## src/logic/fu_gst_pkg.sv

```systemverilog
/*
 * shared definitions for the graphics estimate side pipe
 *   opcode enum for floge and fexpte
 *   widths of the 8.11 fixed point estimate format
 *   single precision exponent bias and fexpte range limits
 */

package fu_gst_pkg;

   // estimate opcodes
   typedef enum logic {
      op_floge  = 1'b0,   // log2 estimate, float in, fixed out
      op_fexpte = 1'b1    // 2**x estimate, fixed in, float out
   } gst_op_t;

   // ------------------------------
   // fixed point format
   // ------------------------------
   localparam int gst_frac_w = 11;                      // fraction bits
   localparam int gst_int_w  = 8;                       // signed integer bits
   localparam int gst_fix_w  = gst_int_w + gst_frac_w;  // 19 total

   // ------------------------------
   // single precision
   // ------------------------------
   localparam int gst_exp_bias = 127;

   // integer parts that still give a normal result on fexpte
   localparam int gst_exp_min = -126;   // biased exponent 1
   localparam int gst_exp_max = 127;    // biased exponent 254

endpackage : fu_gst_pkg

```

## src/logic/fu_gst_ex1_if.sv

```systemverilog
/*
 * stage 1 to stage 2 bundle of the estimate pipe
 * split operand fields, table correction and invalid flag
 */

`timescale 1ns/1ps

interface fu_gst_ex1_if import fu_gst_pkg::*; ();

   logic                  valid;      // one op per strobe
   gst_op_t               op;
   logic [gst_int_w-1:0]  int_part;   // signed
   logic [gst_frac_w-1:0] frac;
   logic [gst_frac_w-1:0] corr;       // negated for fexpte
   logic                  invalid;

   // stage 1 side
   modport src (output valid, op, int_part, frac, corr, invalid);
   // stage 2 side
   modport dst (input valid, op, int_part, frac, corr, invalid);

endinterface : fu_gst_ex1_if

```

## src/logic/fu_gst.sv

```systemverilog
/*
 * graphics estimate side pipe top
 * floge and fexpte, two stages, fixed latency of two cycles
 */

`timescale 1ns/1ps

module fu_gst import fu_gst_pkg::*; #(
   parameter int tbl_idx_w = 4   // fraction bits indexing the tables
) (
   input  logic         nclk,
   input  logic         rst,
   input  logic         ex0_valid,
   input  gst_op_t      ex0_op,
   input  logic [31:0]  ex0_opnd,
   output logic         ex2_valid,
   output logic [31:0]  ex2_rslt,
   output logic         ex2_invalid
);

   fu_gst_ex1_if ex1 ();   // stage 1 results

   // decode and lookup
   fu_gst_ex1 #(
      .tbl_idx_w (tbl_idx_w)
   ) i_ex1 (
      .nclk      (nclk),
      .rst       (rst),
      .ex0_valid (ex0_valid),
      .ex0_op    (ex0_op),
      .ex0_opnd  (ex0_opnd),
      .ex1       (ex1.src)
   );

   // add and pack
   fu_gst_ex2 i_ex2 (
      .nclk        (nclk),
      .rst         (rst),
      .ex1         (ex1.dst),
      .ex2_valid   (ex2_valid),
      .ex2_rslt    (ex2_rslt),
      .ex2_invalid (ex2_invalid)
   );

endmodule : fu_gst

```

## src/logic/fu_gst_add11.sv

```systemverilog
/*
 * 11 bit prefix adder for the estimate fraction
 * both addends arrive inverted, sum comes out true
 * bit 0 is the msb, no carry in and no carry out
 */

`timescale 1ns/1ps

module fu_gst_add11 (
   input  logic [0:10] a_b,   // inverted addend
   input  logic [0:10] b_b,   // inverted addend
   output logic [0:10] s0     // true sum mod 2048
);

   logic [0:10] p1;     // half sum
   logic [1:10] g1;     // bit generate
   logic [1:9]  t1;     // bit transmit
   logic [1:10] g2_b;
   logic [1:8]  t2_b;
   logic [1:10] g4;
   logic [1:6]  t4;
   logic [1:10] g8_b;
   logic [1:2]  t8_b;
   logic [1:10] c16;    // carry into bit i-1

   // inputs are inverted so nor gives generate and nand gives transmit
   assign p1 = a_b ^ b_b;
   assign g1 = ~(a_b[1:10] | b_b[1:10]);
   assign t1 = ~(a_b[1:9] & b_b[1:9]);

   // ------------------------------
   // carry tree
   // ------------------------------
   // span 2, low polarity
   for (genvar i = 1; i <= 9; i++) begin : g_l2_g
      assign g2_b[i] = ~(g1[i] | (t1[i] & g1[i+1]));
   end
   assign g2_b[10] = ~g1[10];   // lsb has nothing below
   for (genvar i = 1; i <= 8; i++) begin : g_l2_t
      assign t2_b[i] = ~(t1[i] & t1[i+1]);
   end

   // span 4, high polarity
   for (genvar i = 1; i <= 8; i++) begin : g_l4_g
      assign g4[i] = ~(g2_b[i] & (t2_b[i] | g2_b[i+2]));
   end
   for (genvar i = 9; i <= 10; i++) begin : g_l4_p
      assign g4[i] = ~g2_b[i];
   end
   for (genvar i = 1; i <= 6; i++) begin : g_l4_t
      assign t4[i] = ~(t2_b[i] | t2_b[i+2]);
   end

   // span 8, low polarity
   for (genvar i = 1; i <= 6; i++) begin : g_l8_g
      assign g8_b[i] = ~(g4[i] | (t4[i] & g4[i+4]));
   end
   for (genvar i = 7; i <= 10; i++) begin : g_l8_p
      assign g8_b[i] = ~g4[i];
   end
   for (genvar i = 1; i <= 2; i++) begin : g_l8_t
      assign t8_b[i] = ~(t4[i] & t4[i+4]);
   end

   // span 16 covers the whole word
   for (genvar i = 1; i <= 2; i++) begin : g_l16_g
      assign c16[i] = ~(g8_b[i] & (t8_b[i] | g8_b[i+8]));
   end
   for (genvar i = 3; i <= 10; i++) begin : g_l16_p
      assign c16[i] = ~g8_b[i];
   end

   // ------------------------------
   // sum
   // ------------------------------
   assign s0[0:9] = p1[0:9] ^ c16[1:10];
   assign s0[10]  = p1[10];              // no carry in

endmodule : fu_gst_add11

```

## src/logic/fu_gst_ex1.sv

```systemverilog
/*
 * stage 1 of the estimate pipe
 * operand decode, special case detect, table lookup
 * results registered into the stage 1 bundle
 */

`timescale 1ns/1ps

module fu_gst_ex1 import fu_gst_pkg::*; #(
   parameter int tbl_idx_w = 4
) (
   input  logic         nclk,
   input  logic         rst,
   input  logic         ex0_valid,
   input  gst_op_t      ex0_op,
   input  logic [31:0]  ex0_opnd,
   fu_gst_ex1_if.src    ex1
);

   logic                  sgn;       // float sign
   logic [7:0]            bexp;      // biased exponent
   logic [gst_fix_w-1:0]  fix;       // 8.11 operand of fexpte
   logic [gst_int_w-1:0]  int_d;
   logic [gst_frac_w-1:0] frac_d;
   logic [gst_frac_w-1:0] corr_d;
   logic                  inv_d;

   assign sgn  = ex0_opnd[31];
   assign bexp = ex0_opnd[30:23];
   assign fix  = ex0_opnd[gst_fix_w-1:0];

   // ------------------------------
   // decode
   // ------------------------------
   always_comb begin
      if (ex0_op == op_floge) begin
         int_d  = bexp - gst_int_w'(gst_exp_bias);   // unbiased exponent
         frac_d = ex0_opnd[22 -: gst_frac_w];         // mantissa top bits
         // negative, zero or denormal, inf or nan
         inv_d  = sgn | (bexp == 8'h00) | (bexp == 8'hff);
      end else begin
         int_d  = fix[gst_fix_w-1 -: gst_int_w];
         frac_d = fix[gst_frac_w-1:0];
         // range judged on the whole signed integer part
         inv_d  = ($signed(ex0_opnd[31:gst_frac_w]) < gst_exp_min) |
                  ($signed(ex0_opnd[31:gst_frac_w]) > gst_exp_max);
      end
   end

   // segment correction from top fraction bits
   fu_gst_tbl #(
      .tbl_idx_w (tbl_idx_w)
   ) i_tbl (
      .op   (ex0_op),
      .idx  (frac_d[gst_frac_w-1 -: tbl_idx_w]),
      .corr (corr_d)
   );

   // ------------------------------
   // ex1 registers
   // ------------------------------
   always_ff @(posedge nclk) begin
      if (rst) begin
         ex1.valid <= 1'b0;
      end else begin
         ex1.valid <= ex0_valid;
      end
   end

   always_ff @(posedge nclk) begin
      ex1.op       <= ex0_op;
      ex1.int_part <= int_d;
      ex1.frac     <= frac_d;
      ex1.corr     <= corr_d;
      ex1.invalid  <= inv_d;
   end

endmodule : fu_gst_ex1

```

## src/logic/fu_gst_ex2.sv

```systemverilog
/*
 * stage 2 of the estimate pipe
 * fraction correction through the prefix adder
 * result packing per opcode, output registers
 */

`timescale 1ns/1ps

module fu_gst_ex2 import fu_gst_pkg::*; (
   input  logic         nclk,
   input  logic         rst,
   fu_gst_ex1_if.dst    ex1,
   output logic         ex2_valid,
   output logic [31:0]  ex2_rslt,
   output logic         ex2_invalid
);

   logic [gst_frac_w-1:0] sum;       // corrected fraction
   logic [gst_int_w-1:0]  exp_d;     // biased exponent for fexpte
   logic [31:0]           rslt_d;

   // adder takes both addends inverted
   fu_gst_add11 i_add (
      .a_b (~ex1.frac),
      .b_b (~ex1.corr),
      .s0  (sum)
   );

   assign exp_d = ex1.int_part + gst_int_w'(gst_exp_bias);

   // ------------------------------
   // result pack
   // ------------------------------
   always_comb begin
      if (ex1.invalid) begin
         rslt_d = '0;                        // flagged ops return zero
      end else if (ex1.op == op_floge) begin
         // 8.11 fixed point, sign extended
         rslt_d = {{(32 - gst_fix_w){ex1.int_part[gst_int_w-1]}},
                   ex1.int_part, sum};
      end else begin
         // positive float, low mantissa bits zero
         rslt_d = {1'b0, exp_d, sum, {(23 - gst_frac_w){1'b0}}};
      end
   end

   // ------------------------------
   // ex2 registers
   // ------------------------------
   always_ff @(posedge nclk) begin
      if (rst) begin
         ex2_valid <= 1'b0;
      end else begin
         ex2_valid <= ex1.valid;
      end
   end

   always_ff @(posedge nclk) begin
      ex2_rslt    <= rslt_d;
      ex2_invalid <= ex1.invalid;
   end

endmodule : fu_gst_ex2

```

## src/logic/fu_gst_tbl.sv

```systemverilog
/*
 * piecewise linear correction tables
 *   log table adds mean of log2(1+f) - f per segment
 *   exp table holds minus mean of f - (2**f - 1) per segment
 */

`timescale 1ns/1ps

module fu_gst_tbl import fu_gst_pkg::*; #(
   parameter int tbl_idx_w = 4
) (
   input  gst_op_t                op,
   input  logic [tbl_idx_w-1:0]   idx,    // top fraction bits
   output logic [gst_frac_w-1:0]  corr
);

   localparam int n_ent = 1 << tbl_idx_w;

   // ------------------------------
   // floge entries, scaled by 2048
   // ------------------------------
   // last segment forced to 0 so frac + corr stays below 2048
   localparam logic [gst_frac_w-1:0] log_tbl [n_ent] = '{
      11'd26,  11'd72,  11'd109, 11'd136,
      11'd156, 11'd169, 11'd175, 11'd176,
      11'd171, 11'd161, 11'd147, 11'd128,
      11'd106, 11'd80,  11'd50,  11'd0
   };

   // ------------------------------
   // fexpte entries, two's complement
   // ------------------------------
   // 2048 - mean, the adder has no carry in to do the subtract
   localparam logic [gst_frac_w-1:0] exp_tbl [n_ent] = '{
      11'd2029, 11'd1994, 11'd1962, 11'd1935,
      11'd1913, 11'd1895, 11'd1882, 11'd1874,
      11'd1872, 11'd1875, 11'd1884, 11'd1899,
      11'd1920, 11'd1948, 11'd1983, 11'd2025
   };

   always_comb begin
      if (op == op_floge) begin
         corr = log_tbl[idx];
      end else begin
         corr = exp_tbl[idx];
      end
   end

endmodule : fu_gst_tbl

```

## config.mk

```make
export PLATFORM = sky130hd
export DESIGN_NAME = fu_gst
export DESIGN_NICKNAME = d
export VERILOG_FILES = /design/src/logic/fu_gst_pkg.sv /design/src/logic/fu_gst_ex1_if.sv /design/src/logic/fu_gst.sv /design/src/logic/fu_gst_add11.sv /design/src/logic/fu_gst_ex1.sv /design/src/logic/fu_gst_ex2.sv /design/src/logic/fu_gst_tbl.sv
export SDC_FILE = /design/constraint.sdc
export NUM_CORES = 1
export LEC_CHECK = 0
export BUFFER_PORTS_ARGS = -buffer_cell sky130_fd_sc_hd__buf_4
export CAP_MARGIN = 20
export CORE_ASPECT_RATIO = 1.1
export CORE_UTILIZATION = 54
export CTS_CLUSTER_SIZE = 24
export DETAILED_ROUTE_END_ITERATION = 8
export PLACE_DENSITY = 0.87
export SLEW_MARGIN = 5
export SYNTH_ARGS = -nofsm -noshare
export SYNTH_HDL_FRONTEND = slang
export SYNTH_SLANG_ARGS = --single-unit
```

## constraint.sdc

```tcl
create_clock -name nclk -period 2.55 [get_ports nclk]
set_input_delay 0 -clock nclk [delete_from_list [all_inputs] [get_ports nclk]]
set_output_delay 0 -clock nclk [all_outputs]
set_load 0.02 [all_outputs]
```

==> results.json, run 1 <==
{
  "dp_cells": 492,
  "worstMarginPinSlew_ns": 0.543,
  "portBuffers": 69,
  "crit_chain": "ha_1 -> inv_1 -> fa_1 -> o21ba_1 -> or4_4 -> a21oi_1 -> o21a_1 -> nor3_1",
  "clk_latency_ns": 0.34,
  "finClkSkew_ns": 0.00558,
  "rows": 29,
  "die_area_um2": 6310,
  "drc": 0,
  "power_mw": 2.64,
  "finalCriticalPeriod_ns": 2.30,
  "hpwl_um": 5210,
  "syn_nets": 423,
  "synth-seq-cells": 64,
  "first_global_vias": 2845,
  "synth-async-reset-ratio": 0,
  "critPathLaunchType": "register",
  "die_w_um": 75.8,
  "layout.nets": 521,
  "cts_root_buf": "clkbuf_8",
  "cts_tree": "done",
  "critPathMaxStageDelay_ns": 0.44,
  "crit_fanout": 4,
  "io_pins": 70,
  "layout-area-overhead-vs-synth_pct": 32.0,
  "drv_slew": 0,
  "cts_buffer_depth": 2,
  "clock-sinks": 64,
  "critical_path_class": "reg2reg",
  "coreArea_um2": 5770,
  "min_path_type": "in2reg",
  "finalHoldViolCount": 0,
  "die_h_um": 83.2,
  "num_vias": 2944,
  "insertedDiodeCount": 0,
  "synth.avg_cell_area_um2": 9.06,
  "max_freq_ghz": 0.436,
  "ant_nets": 0,
  "grt_max_degree": 46,
  "fin_setup_tns_ns": 0,
  "p_leak_nw": 1.95,
  "yosys.area.top_type": "dfxtp_1",
  "syn_area_um2": 3240,
  "antenna_found_initial": 0,
  "final_cells": 536,
  "ir_drop_v": 0.000354,
  "ys_warn_count": 0,
  "synthCells": 357,
  "yosys_most_used_dff": "dfxtp_1",
  "arrival_ns": 2.52,
  "routedWlPerCell_um": 15.1,
  "synthDistinctLibCells": 52,
  "grt_setup_unrepaired": "false",
  "drive_gt1_frac": 0.227,
  "yosysMostFrequentCell": "dfxtp_1",
  "drt-initial-drc-count": 226,
  "grt_pass1_wl_um": 13600,
  "status": "complete, no violations",
  "dr.pass1.iters": 4,
  "overflow": 0,
  "maxCapViolCount": 0,
  "setup_viol": 0,
  "grt_usage": 0.286,
  "p_per_area_nw_per_um2": 618,
  "numCtsBuffers": 9,
  "ys_seq_area_frac": 0.396,
  "initial_core_util": 0.561,
  "synth_top_area_share": 0.396,
  "relSlewSlack": 0.638,
  "synth_common_cells": "dfxtp_1 (64), inv_1 (33), ha_1 (29), nor2_1 (28), nand2_1 (25)",
  "slowest_stage": "or4_4",
  "critical_path_required_ns": 2.77,
  "gp_congestion": 0.875,
  "synth-edff-count": 0,
  "synthTopCellsByArea": "dfxtp_1 (40%), ha_1 (11%), inv_1 (3.8%)",
  "drt-total-wl_um": 8120,
  "end_kind": "register",
  "via_per_inst": 5.49,
  "final_core_util": 0.740,
  "clkTransAtPathRegs_ns": 0.06,
  "fin_crit_sh": 0.900,
  "h-tree-depth": 3
}
[power breakdown]
part	switching [mW]	internal [mW]
clock	0.352	0.397
sequential	0.0575	1.10
combinational	0.393	0.342
[cell type report]
type                            instances  area, µm²
Clock buffer                           12        155
Tap cell                               77       96.3
Inverter                               35        131
Fill cell                             393       1500
Multi-Input combinational cell        245       1770
Sequential cell                        64       1280
Clock inverter                          3       17.5
Timing Repair Buffer                  100        823
[critical path: cells and delay by family, from the launching register on]
family	cells	cell delay [ns]
AO/OA/AOI/OAI	3	0.73
adder cells (fa/ha/maj)	2	0.57
buffers and inverters	1	0.05
flip-flops	1	0.34
AND/OR/NAND/NOR	2	0.49
[sequential cells by signal (all words and copies together), names as in the netlist]
name and cells:
i_ex1.ex1.frac 11, i_ex2.ex2_invalid 1, i_ex2.ex2_valid 1, i_ex2.ex2_rslt 32, i_ex1.ex1.invalid 1, i_ex1.ex1.valid 1, i_ex1.ex1.int_part 8, i_ex1.ex1.corr 9
[cells by family (layout without fill, tap and decap cells)]
| logic type | count (synthesis) | count (layout) | synth area share |
|---|---|---|---|
| AOI/OAI and AO/OA | 73 | 73 | 0.150 |
| xor gates and xnor gates | 19 | 19 | 0.0514 |
| adders and majority gates | 30 | 30 | 0.118 |
| buffers and inverters | 48 | 150 | 0.0580 |
| DFF | 64 | 64 | 0.396 |
| muxes | 18 | 18 | 0.0719 |
| and+or+nand+nor | 105 | 105 | 0.155 |
[metrics by stage]
step	hold slack, ns	setup WS [ns]	cell area, µm²
finish	0.0328	0.254	4270
global route	0.0346	0.176	4270
CTS	0.0121	0.299	4270
detailed placement	0.174	0.333	3810
global placement	0.170	0.390	3810
floorplan	0.0277	0.464	3240
[cells in the final DEF (no fill, tap or decap), types with 5 or more instances in the layout]
| cell type | count |
|---|---|
| clkbuf_8 | 11 |
| xnor2_1 | 13 |
| nor3_1 | 15 |
| mux2_2 | 9 |
| o21ai_0 | 22 |
| xor2_1 | 6 |
| nand3_1 | 12 |
| inv_1 | 33 |
| ha_1 | 29 |
| nand2_1 | 25 |
| nand4_1 | 6 |
| mux2i_1 | 5 |
| nor2_1 | 28 |
| dlygate4sd3_1 | 29 |
| dfxtp_1 | 64 |
| a21oi_1 | 13 |
| buf_4 | 71 |
[what timing repair did]
action | 4_1_cts | 5_1_grt
resized for setup | 0 | 0
buffers inserted | 0 | 0
endpoints found under the hold margin | 18 | 0
hold buffers | 29 | 0
[final timing paths]
check,from,to,slack [ns],cells past startpoint
worst max-delay path,i_ex1.ex1.frac[0]$_DFF_P_,i_ex2.ex2_rslt[10]$_SDFF_PP0_,0.25,8
worst min-delay path,ex0_opnd[25],i_ex1.ex1.int_part[2]$_DFF_P_,0.03,3
worst max register to register,i_ex1.ex1.frac[0]$_DFF_P_,i_ex2.ex2_rslt[10]$_SDFF_PP0_,0.25,8
worst min register to register,i_ex1.ex1.valid$_SDFF_PP0_,i_ex2.ex2_valid$_SDFF_PP0_,0.44,1
[per-layer routing]
| layer | track usage | routed length [µm] | up-vias |
|---|---|---|---|
| met1 | 0.342 | 3280 | 1341 |
| met3 | 0.0716 | 430 | 32 |
| met2 | 0.460 | 4100 | 138 |
| li1 | - | - | 1433 |
| met5 | 0 | 0 | - |
| met4 | 0.150 | 306 | 0 |
No activity file was read; power rests on OpenSTA's default activity.
==> inputs of run 2 (changes only) <==
- CELL_PAD_IN_SITES_DETAIL_PLACEMENT: not set -> 1
- CELL_PAD_IN_SITES_GLOBAL_PLACEMENT: not set -> 1
- CORE_UTILIZATION: 54 -> 41
- PLACE_DENSITY: 0.87 -> 0.88
==> run 2 against run 1 <==
Against the previous run: count of clock-buffer cells in the layout down 1; clock skew up 0.0054 ns; non-clock buffer count down 3; largest power group unchanged.
==> results.json, run 2 (same netlist as run 1, synthesis figures left out) <==
{
  "cts_buffer_depth": 2,
  "insertedDiodeCount": 0,
  "layout-area-overhead-vs-synth_pct": 31.7,
  "status": "complete, no violations",
  "clk_latency_ns": 0.35,
  "cts_root_buf": "clkbuf_8",
  "initial_core_util": 0.428,
  "die_w_um": 86.7,
  "routedWlPerCell_um": 17.6,
  "gp_congestion": 0.834,
  "final_cell_area_um2": 4260,
  "relSlewSlack": 0.615,
  "place_ws_ns": 0.253,
  "final_core_util": 0.564,
  "critPathLaunchType": "register",
  "place_area_um2": 3840,
  "grt_pass1_wl_um": 15900,
  "ant_nets": 0,
  "fin_crit_sh": 0.959,
  "layout.nets": 518,
  "worstMarginPinSlew_ns": 0.578,
  "drc": 0,
  "first_global_vias": 3177,
  "finClkSkew_ns": 0.0110,
  "drt-total-wl_um": 9880,
  "clkTransAtPathRegs_ns": 0.06,
  "cts_tree": "done",
  "finalCriticalPeriod_ns": 2.44,
  "fin_setup_tns_ns": 0,
  "arrival_ns": 2.66,
  "setup_viol": 0,
  "drive_gt1_frac": 0.224,
  "p_per_area_nw_per_um2": 619,
  "die_h_um": 95.2,
  "numCtsBuffers": 9,
  "via_per_inst": 5.36,
  "overflow": 0,
  "drv_slew": 0,
  "dr.pass1.iters": 4,
  "clock-sinks": 64,
  "io_pins": 70,
  "grt_max_degree": 46,
  "portBuffers": 69,
  "top_register": "i_ex2.ex2_rslt",
  "h-tree-depth": 3,
  "grt_usage": 0.262,
  "reg.largest.list": "i_ex2.ex2_rslt x32, i_ex1.ex1.frac x11, i_ex1.ex1.corr x9",
  "hpwl_um": 6300,
  "ir_drop_v": 0.000229,
  "critical_path_class": "reg2reg",
  "critical_path_required_ns": 2.76,
  "layout_commonest_cell": "buf_4",
  "end_kind": "register",
  "p_leak_nw": 1.93,
  "grt_setup_unrepaired": "false",
  "layout_setup_ws_ns": 0.105,
  "antenna_found_initial": 0,
  "maxCapViolCount": 0,
  "final_cell_mix": "buf_4 (70), dfxtp_1 (64), inv_1 (33), ha_1 (29), nor2_1 (28)",
  "finalHoldViolCount": 0,
  "coreArea_um2": 7560,
  "rows": 33,
  "largest_register_ffs": 32,
  "die_area_um2": 8250,
  "drt-initial-drc-count": 98,
  "crit_fanout": 3,
  "min_path_type": "in2reg",
  "num_vias": 3005,
  "max_freq_ghz": 0.409
}
run 2: final timing paths:
kind,slack [ns],startpoint,endpoint,cells after the start
worst max-delay path,0.11,i_ex1.ex1.frac[0]$_DFF_P_,i_ex2.ex2_rslt[20]$_SDFF_PP0_,8
worst min-delay path,0.03,ex0_op,i_ex1.ex1.corr[9]$_DFF_P_,1
worst max register to register,0.11,i_ex1.ex1.frac[0]$_DFF_P_,i_ex2.ex2_rslt[20]$_SDFF_PP0_,8
worst min register to register,0.45,i_ex1.ex1.valid$_SDFF_PP0_,i_ex2.ex2_valid$_SDFF_PP0_,1
run 2: per-layer routing:
| metal | vias to the layer above | wire [µm] | track usage |
|---|---|---|---|
| li1 | 1426 | - | - |
| met1 | 1450 | 3930 | 0.280 |
| met2 | 98 | 5060 | 0.477 |
| met3 | 31 | 456 | 0.0589 |
| met4 | 0 | 430 | 0.149 |
| met5 | - | 0 | 0 |
run 2: power breakdown:
part           internal (mW)  switching (mW)  leakage, nW  total [mW]
combinational          0.339           0.425         1.32       0.764
clock                  0.342           0.376       0.0789       0.718
sequential              1.10          0.0562        0.533        1.15
run 2: metrics by stage:
step | hold slack [ns] | std cells | power [mW]
floorplan | 0.0277 | 357 | 1.61
global placement | 0.169 | 519 | 1.83
detailed placement | 0.179 | 519 | 1.86
CTS | 0.00759 | 561 | 2.60
global route | 0.0329 | 561 | 2.77
finish | 0.0317 | 561 | 2.64
run 2: area by class of cell:
| class | instances | area (µm²) |
|---|---|---|
| clock buffers | 11 | 131 |
| clock inverters | 4 | 22.5 |
| fillers | 899 | 3300 |
| inverters | 35 | 131 |
| multi-input cells | 245 | 1770 |
| flip-flops and latches | 64 | 1280 |
| well taps | 105 | 131 |
| repair buffers | 97 | 796 |
run 2: repair_timing:
action                                  CTS  global route
buffers inserted                          0             0
endpoints found under the setup margin    0             0
hold endpoints to repair                 18             0
resized for setup                         0             0
hold buffers                             27             0
run 2: critical path, stage by stage (launching register included):
cell,delay [ns]
dfxtp_1,0.32
ha_1,0.17
inv_1,0.08
fa_1,0.45
o21ba_1,0.24
or4_4,0.45
a211oi_2,0.29
o21a_1,0.23
o31ai_2,0.08
==> inputs of run 3 (changes only) <==
- BUFFER_PORTS_ARGS: -buffer_cell sky130_fd_sc_hd__buf_4 -> not set
- CORE_UTILIZATION: 41 -> 47
- DONT_BUFFER_PORTS: not set -> 1
- PLACE_DENSITY: 0.88 -> 0.86
==> run 3 against run 2 <==
Against the previous run: combinational power is 25% lower; fmax shrank 0.23%; largest power group unchanged; clock skew rose by 0.0074 ns; highest routed layer unchanged; final area shrank 11%; count of clock-buffer cells in the layout is the same; critical path depth is 1 higher; clock power rose by 2%; utilization is 1.0 points higher; flip-flop and latch count unchanged; cell count down 15%; critical path type is now in2reg; global-route usage increased by 2.8 points; first-iteration DRC count up 1.0%.
==> results.json, run 3 (same netlist as run 1, synthesis figures left out) <==
{
  "critical_path_class": "in2reg",
  "initial_core_util": 0.488,
  "grt_usage": 0.290,
  "cts_tree": "done",
  "grt_setup_unrepaired": "false",
  "die_h_um": 89.0,
  "end_kind": "register",
  "largest_register_ffs": 32,
  "cts_root_buf": "clkbuf_8",
  "final_cell_area_um2": 3810,
  "n_fill_cell": 786,
  "h-tree-depth": 3,
  "critPathLaunch": "ex0_op",
  "critPathBufInv": 3,
  "finClkSkew_ns": 0.0184,
  "crit_cells": 9,
  "first_global_vias": 2980,
  "via_per_inst": 5.77,
  "drive_gt1_frac": 0.0911,
  "relSlewSlack": 0.633,
  "drc": 0,
  "routedWlPerCell_um": 19.7,
  "num_vias": 2758,
  "worstMarginPinSlew_ns": 0.539,
  "fin_setup_tns_ns": 0,
  "antenna_found_initial": 1,
  "max_freq_ghz": 0.408,
  "clock-sinks": 64,
  "setup.worst_path.end": "i_ex1.ex1.corr[2]$_DFF_P_",
  "overflow": 0,
  "top_register": "i_ex2.ex2_rslt",
  "numCtsBuffers": 9,
  "clkTransAtPathRegs_ns": 0.07,
  "reg.largest.list": "i_ex2.ex2_rslt x32, i_ex1.ex1.frac x11, i_ex1.ex1.corr x9",
  "io_pins": 70,
  "grt_pass1_wl_um": 15200,
  "ant_nets": 0,
  "rows": 31,
  "dr.pass1.iters": 4,
  "die_w_um": 81.1,
  "crit_family": "buffers and inverters",
  "power_mw": 2.53,
  "ir_drop_v": 0.000424,
  "finalHoldViolCount": 0,
  "reg2reg_to": "i_ex2.ex2_rslt[22]$_SDFF_PP0_",
  "layout.nets": 457,
  "critPathLaunchType": "input pin",
  "grt_max_degree": 43,
  "r2r_start": "i_ex1.ex1.frac[0]$_DFF_P_",
  "slowest_stage": "dlygate4sd3_1",
  "status": "complete, no violations",
  "layout_commonest_cell": "dfxtp_1",
  "gp_congestion": 0.873,
  "min_path_type": "in2reg",
  "finalCriticalPeriod_ns": 2.45,
  "coreArea_um2": 6630,
  "dp_cells": 427,
  "critPathMaxStageDelay_ns": 0.60,
  "post-cts-setup-buffers": 0,
  "layout-area-overhead-vs-synth_pct": 17.7,
  "critical_path_required_ns": 2.78,
  "ff2ff_path_depth": 8,
  "crit_chain": "dlygate4sd3_1 -> buf_12 -> mux2_2 -> ha_1 -> nand2_1 -> nand3_1 -> nand3_1 -> o31ai_1 -> dlygate4sd3_1",
  "r2r_setup_slack_ns": 0.24,
  "cts_buffer_depth": 2,
  "final_cell_mix": "dfxtp_1 (64), dlygate4sd3_1 (34), inv_1 (32), nor2_1 (28), ha_1 (28)",
  "crit_fanout": 42,
  "drt-initial-drc-count": 99,
  "hpwl_um": 5820,
  "drt-total-wl_um": 9410,
  "drv_slew": 0,
  "place_area_um2": 3290,
  "final_cells": 478,
  "portBuffers": 0,
  "p_leak_nw": 1.62,
  "arrival_ns": 2.69,
  "maxCapViolCount": 0,
  "fin_crit_sh": 0.961,
  "clk_latency_ns": 0.36,
  "setup_viol": 0,
  "p_per_area_nw_per_um2": 664,
  "die_area_um2": 7220
}
## run 3: cell types whose count changed in the layout (fill, tap and decap cells not counted), sizes merged
cell,delta
buf,-68
dlygate4sd3,+7
diode,+1
## run 3: worst min-delay path: stages
cell	delay, ns
mux2i_4	0.09
o211ai_1	0.10
a31oi_1	0.12
## run 3: how the worst min path moves through the flow
stage / startpoint / to / slack [ns] / cells after the start
after floorplan: ex0_op / i_ex1.ex1.corr[9]$_DFF_P_ / 0.03 / 0
after global placement: ex0_op / i_ex1.ex1.corr[9]$_DFF_P_ / 0.03 / 0
after detailed placement: ex0_op / i_ex1.ex1.corr[9]$_DFF_P_ / 0.03 / 0
after CTS: ex0_opnd[24] / i_ex1.ex1.int_part[1]$_DFF_P_ / 0.001 / 3
after global routing: ex0_opnd[21] / i_ex1.ex1.corr[0]$_DFF_P_ / 0.04 / 3
final: ex0_opnd[21] / i_ex1.ex1.corr[0]$_DFF_P_ / 0.03 / 3
## run 3: final cells by class
type | count | area [µm²] | area share
Sequential cell | 64 | 1280 | 0.336
Timing Repair Buffer | 36 | 368 | 0.0966
Multi-Input combinational cell | 245 | 1770 | 0.465
Antenna cell | 1 | 2.50 | 0.000657
Clock buffer | 11 | 131 | 0.0345
Tap cell | 82 | 103 | 0.0269
Clock inverter | 4 | 22.5 | 0.00591
Inverter | 35 | 131 | 0.0345
## run 3: per-stage QoR
step | hold WS, ns | utilization | worst slack, ns
5_1_grt | 0.0385 | 0.574 | 0.00414
3_3_place_gp | 0.0308 | 0.496 | 0.366
4_1_cts | 0.00114 | 0.573 | 0.173
3_5_place_dp | 0.0308 | 0.496 | 0.294
2_1_floorplan | 0.0277 | - | 0.464
6_report | 0.0288 | 0.574 | 0.0996
## run 3: routing by layer
metal	wire length [µm]	global-route usage	vias up
met5	0	0	-
met4	307	0.144	0
met3	329	0.0592	27
met2	5060	0.542	87
met1	3720	0.306	1333
li1	-	-	1311
## run 3: timing repair
| item | 4_1_cts | 5_1_grt |
|---|---|---|
| hold buffers | 35 | 0 |
| endpoints found under the hold margin | 28 | 0 |
| endpoints found under the setup margin | 0 | 1 |
| resized for setup | 0 | 2 |
## run 3: power breakdown
| group | total [mW] | switching, mW | internal, mW | leakage, nW |
|---|---|---|---|---|
| combinational | 0.570 | 0.314 | 0.256 | 1.01 |
| sequential | 1.23 | 0.128 | 1.10 | 0.533 |
| clock | 0.733 | 0.391 | 0.342 | 0.0790 |
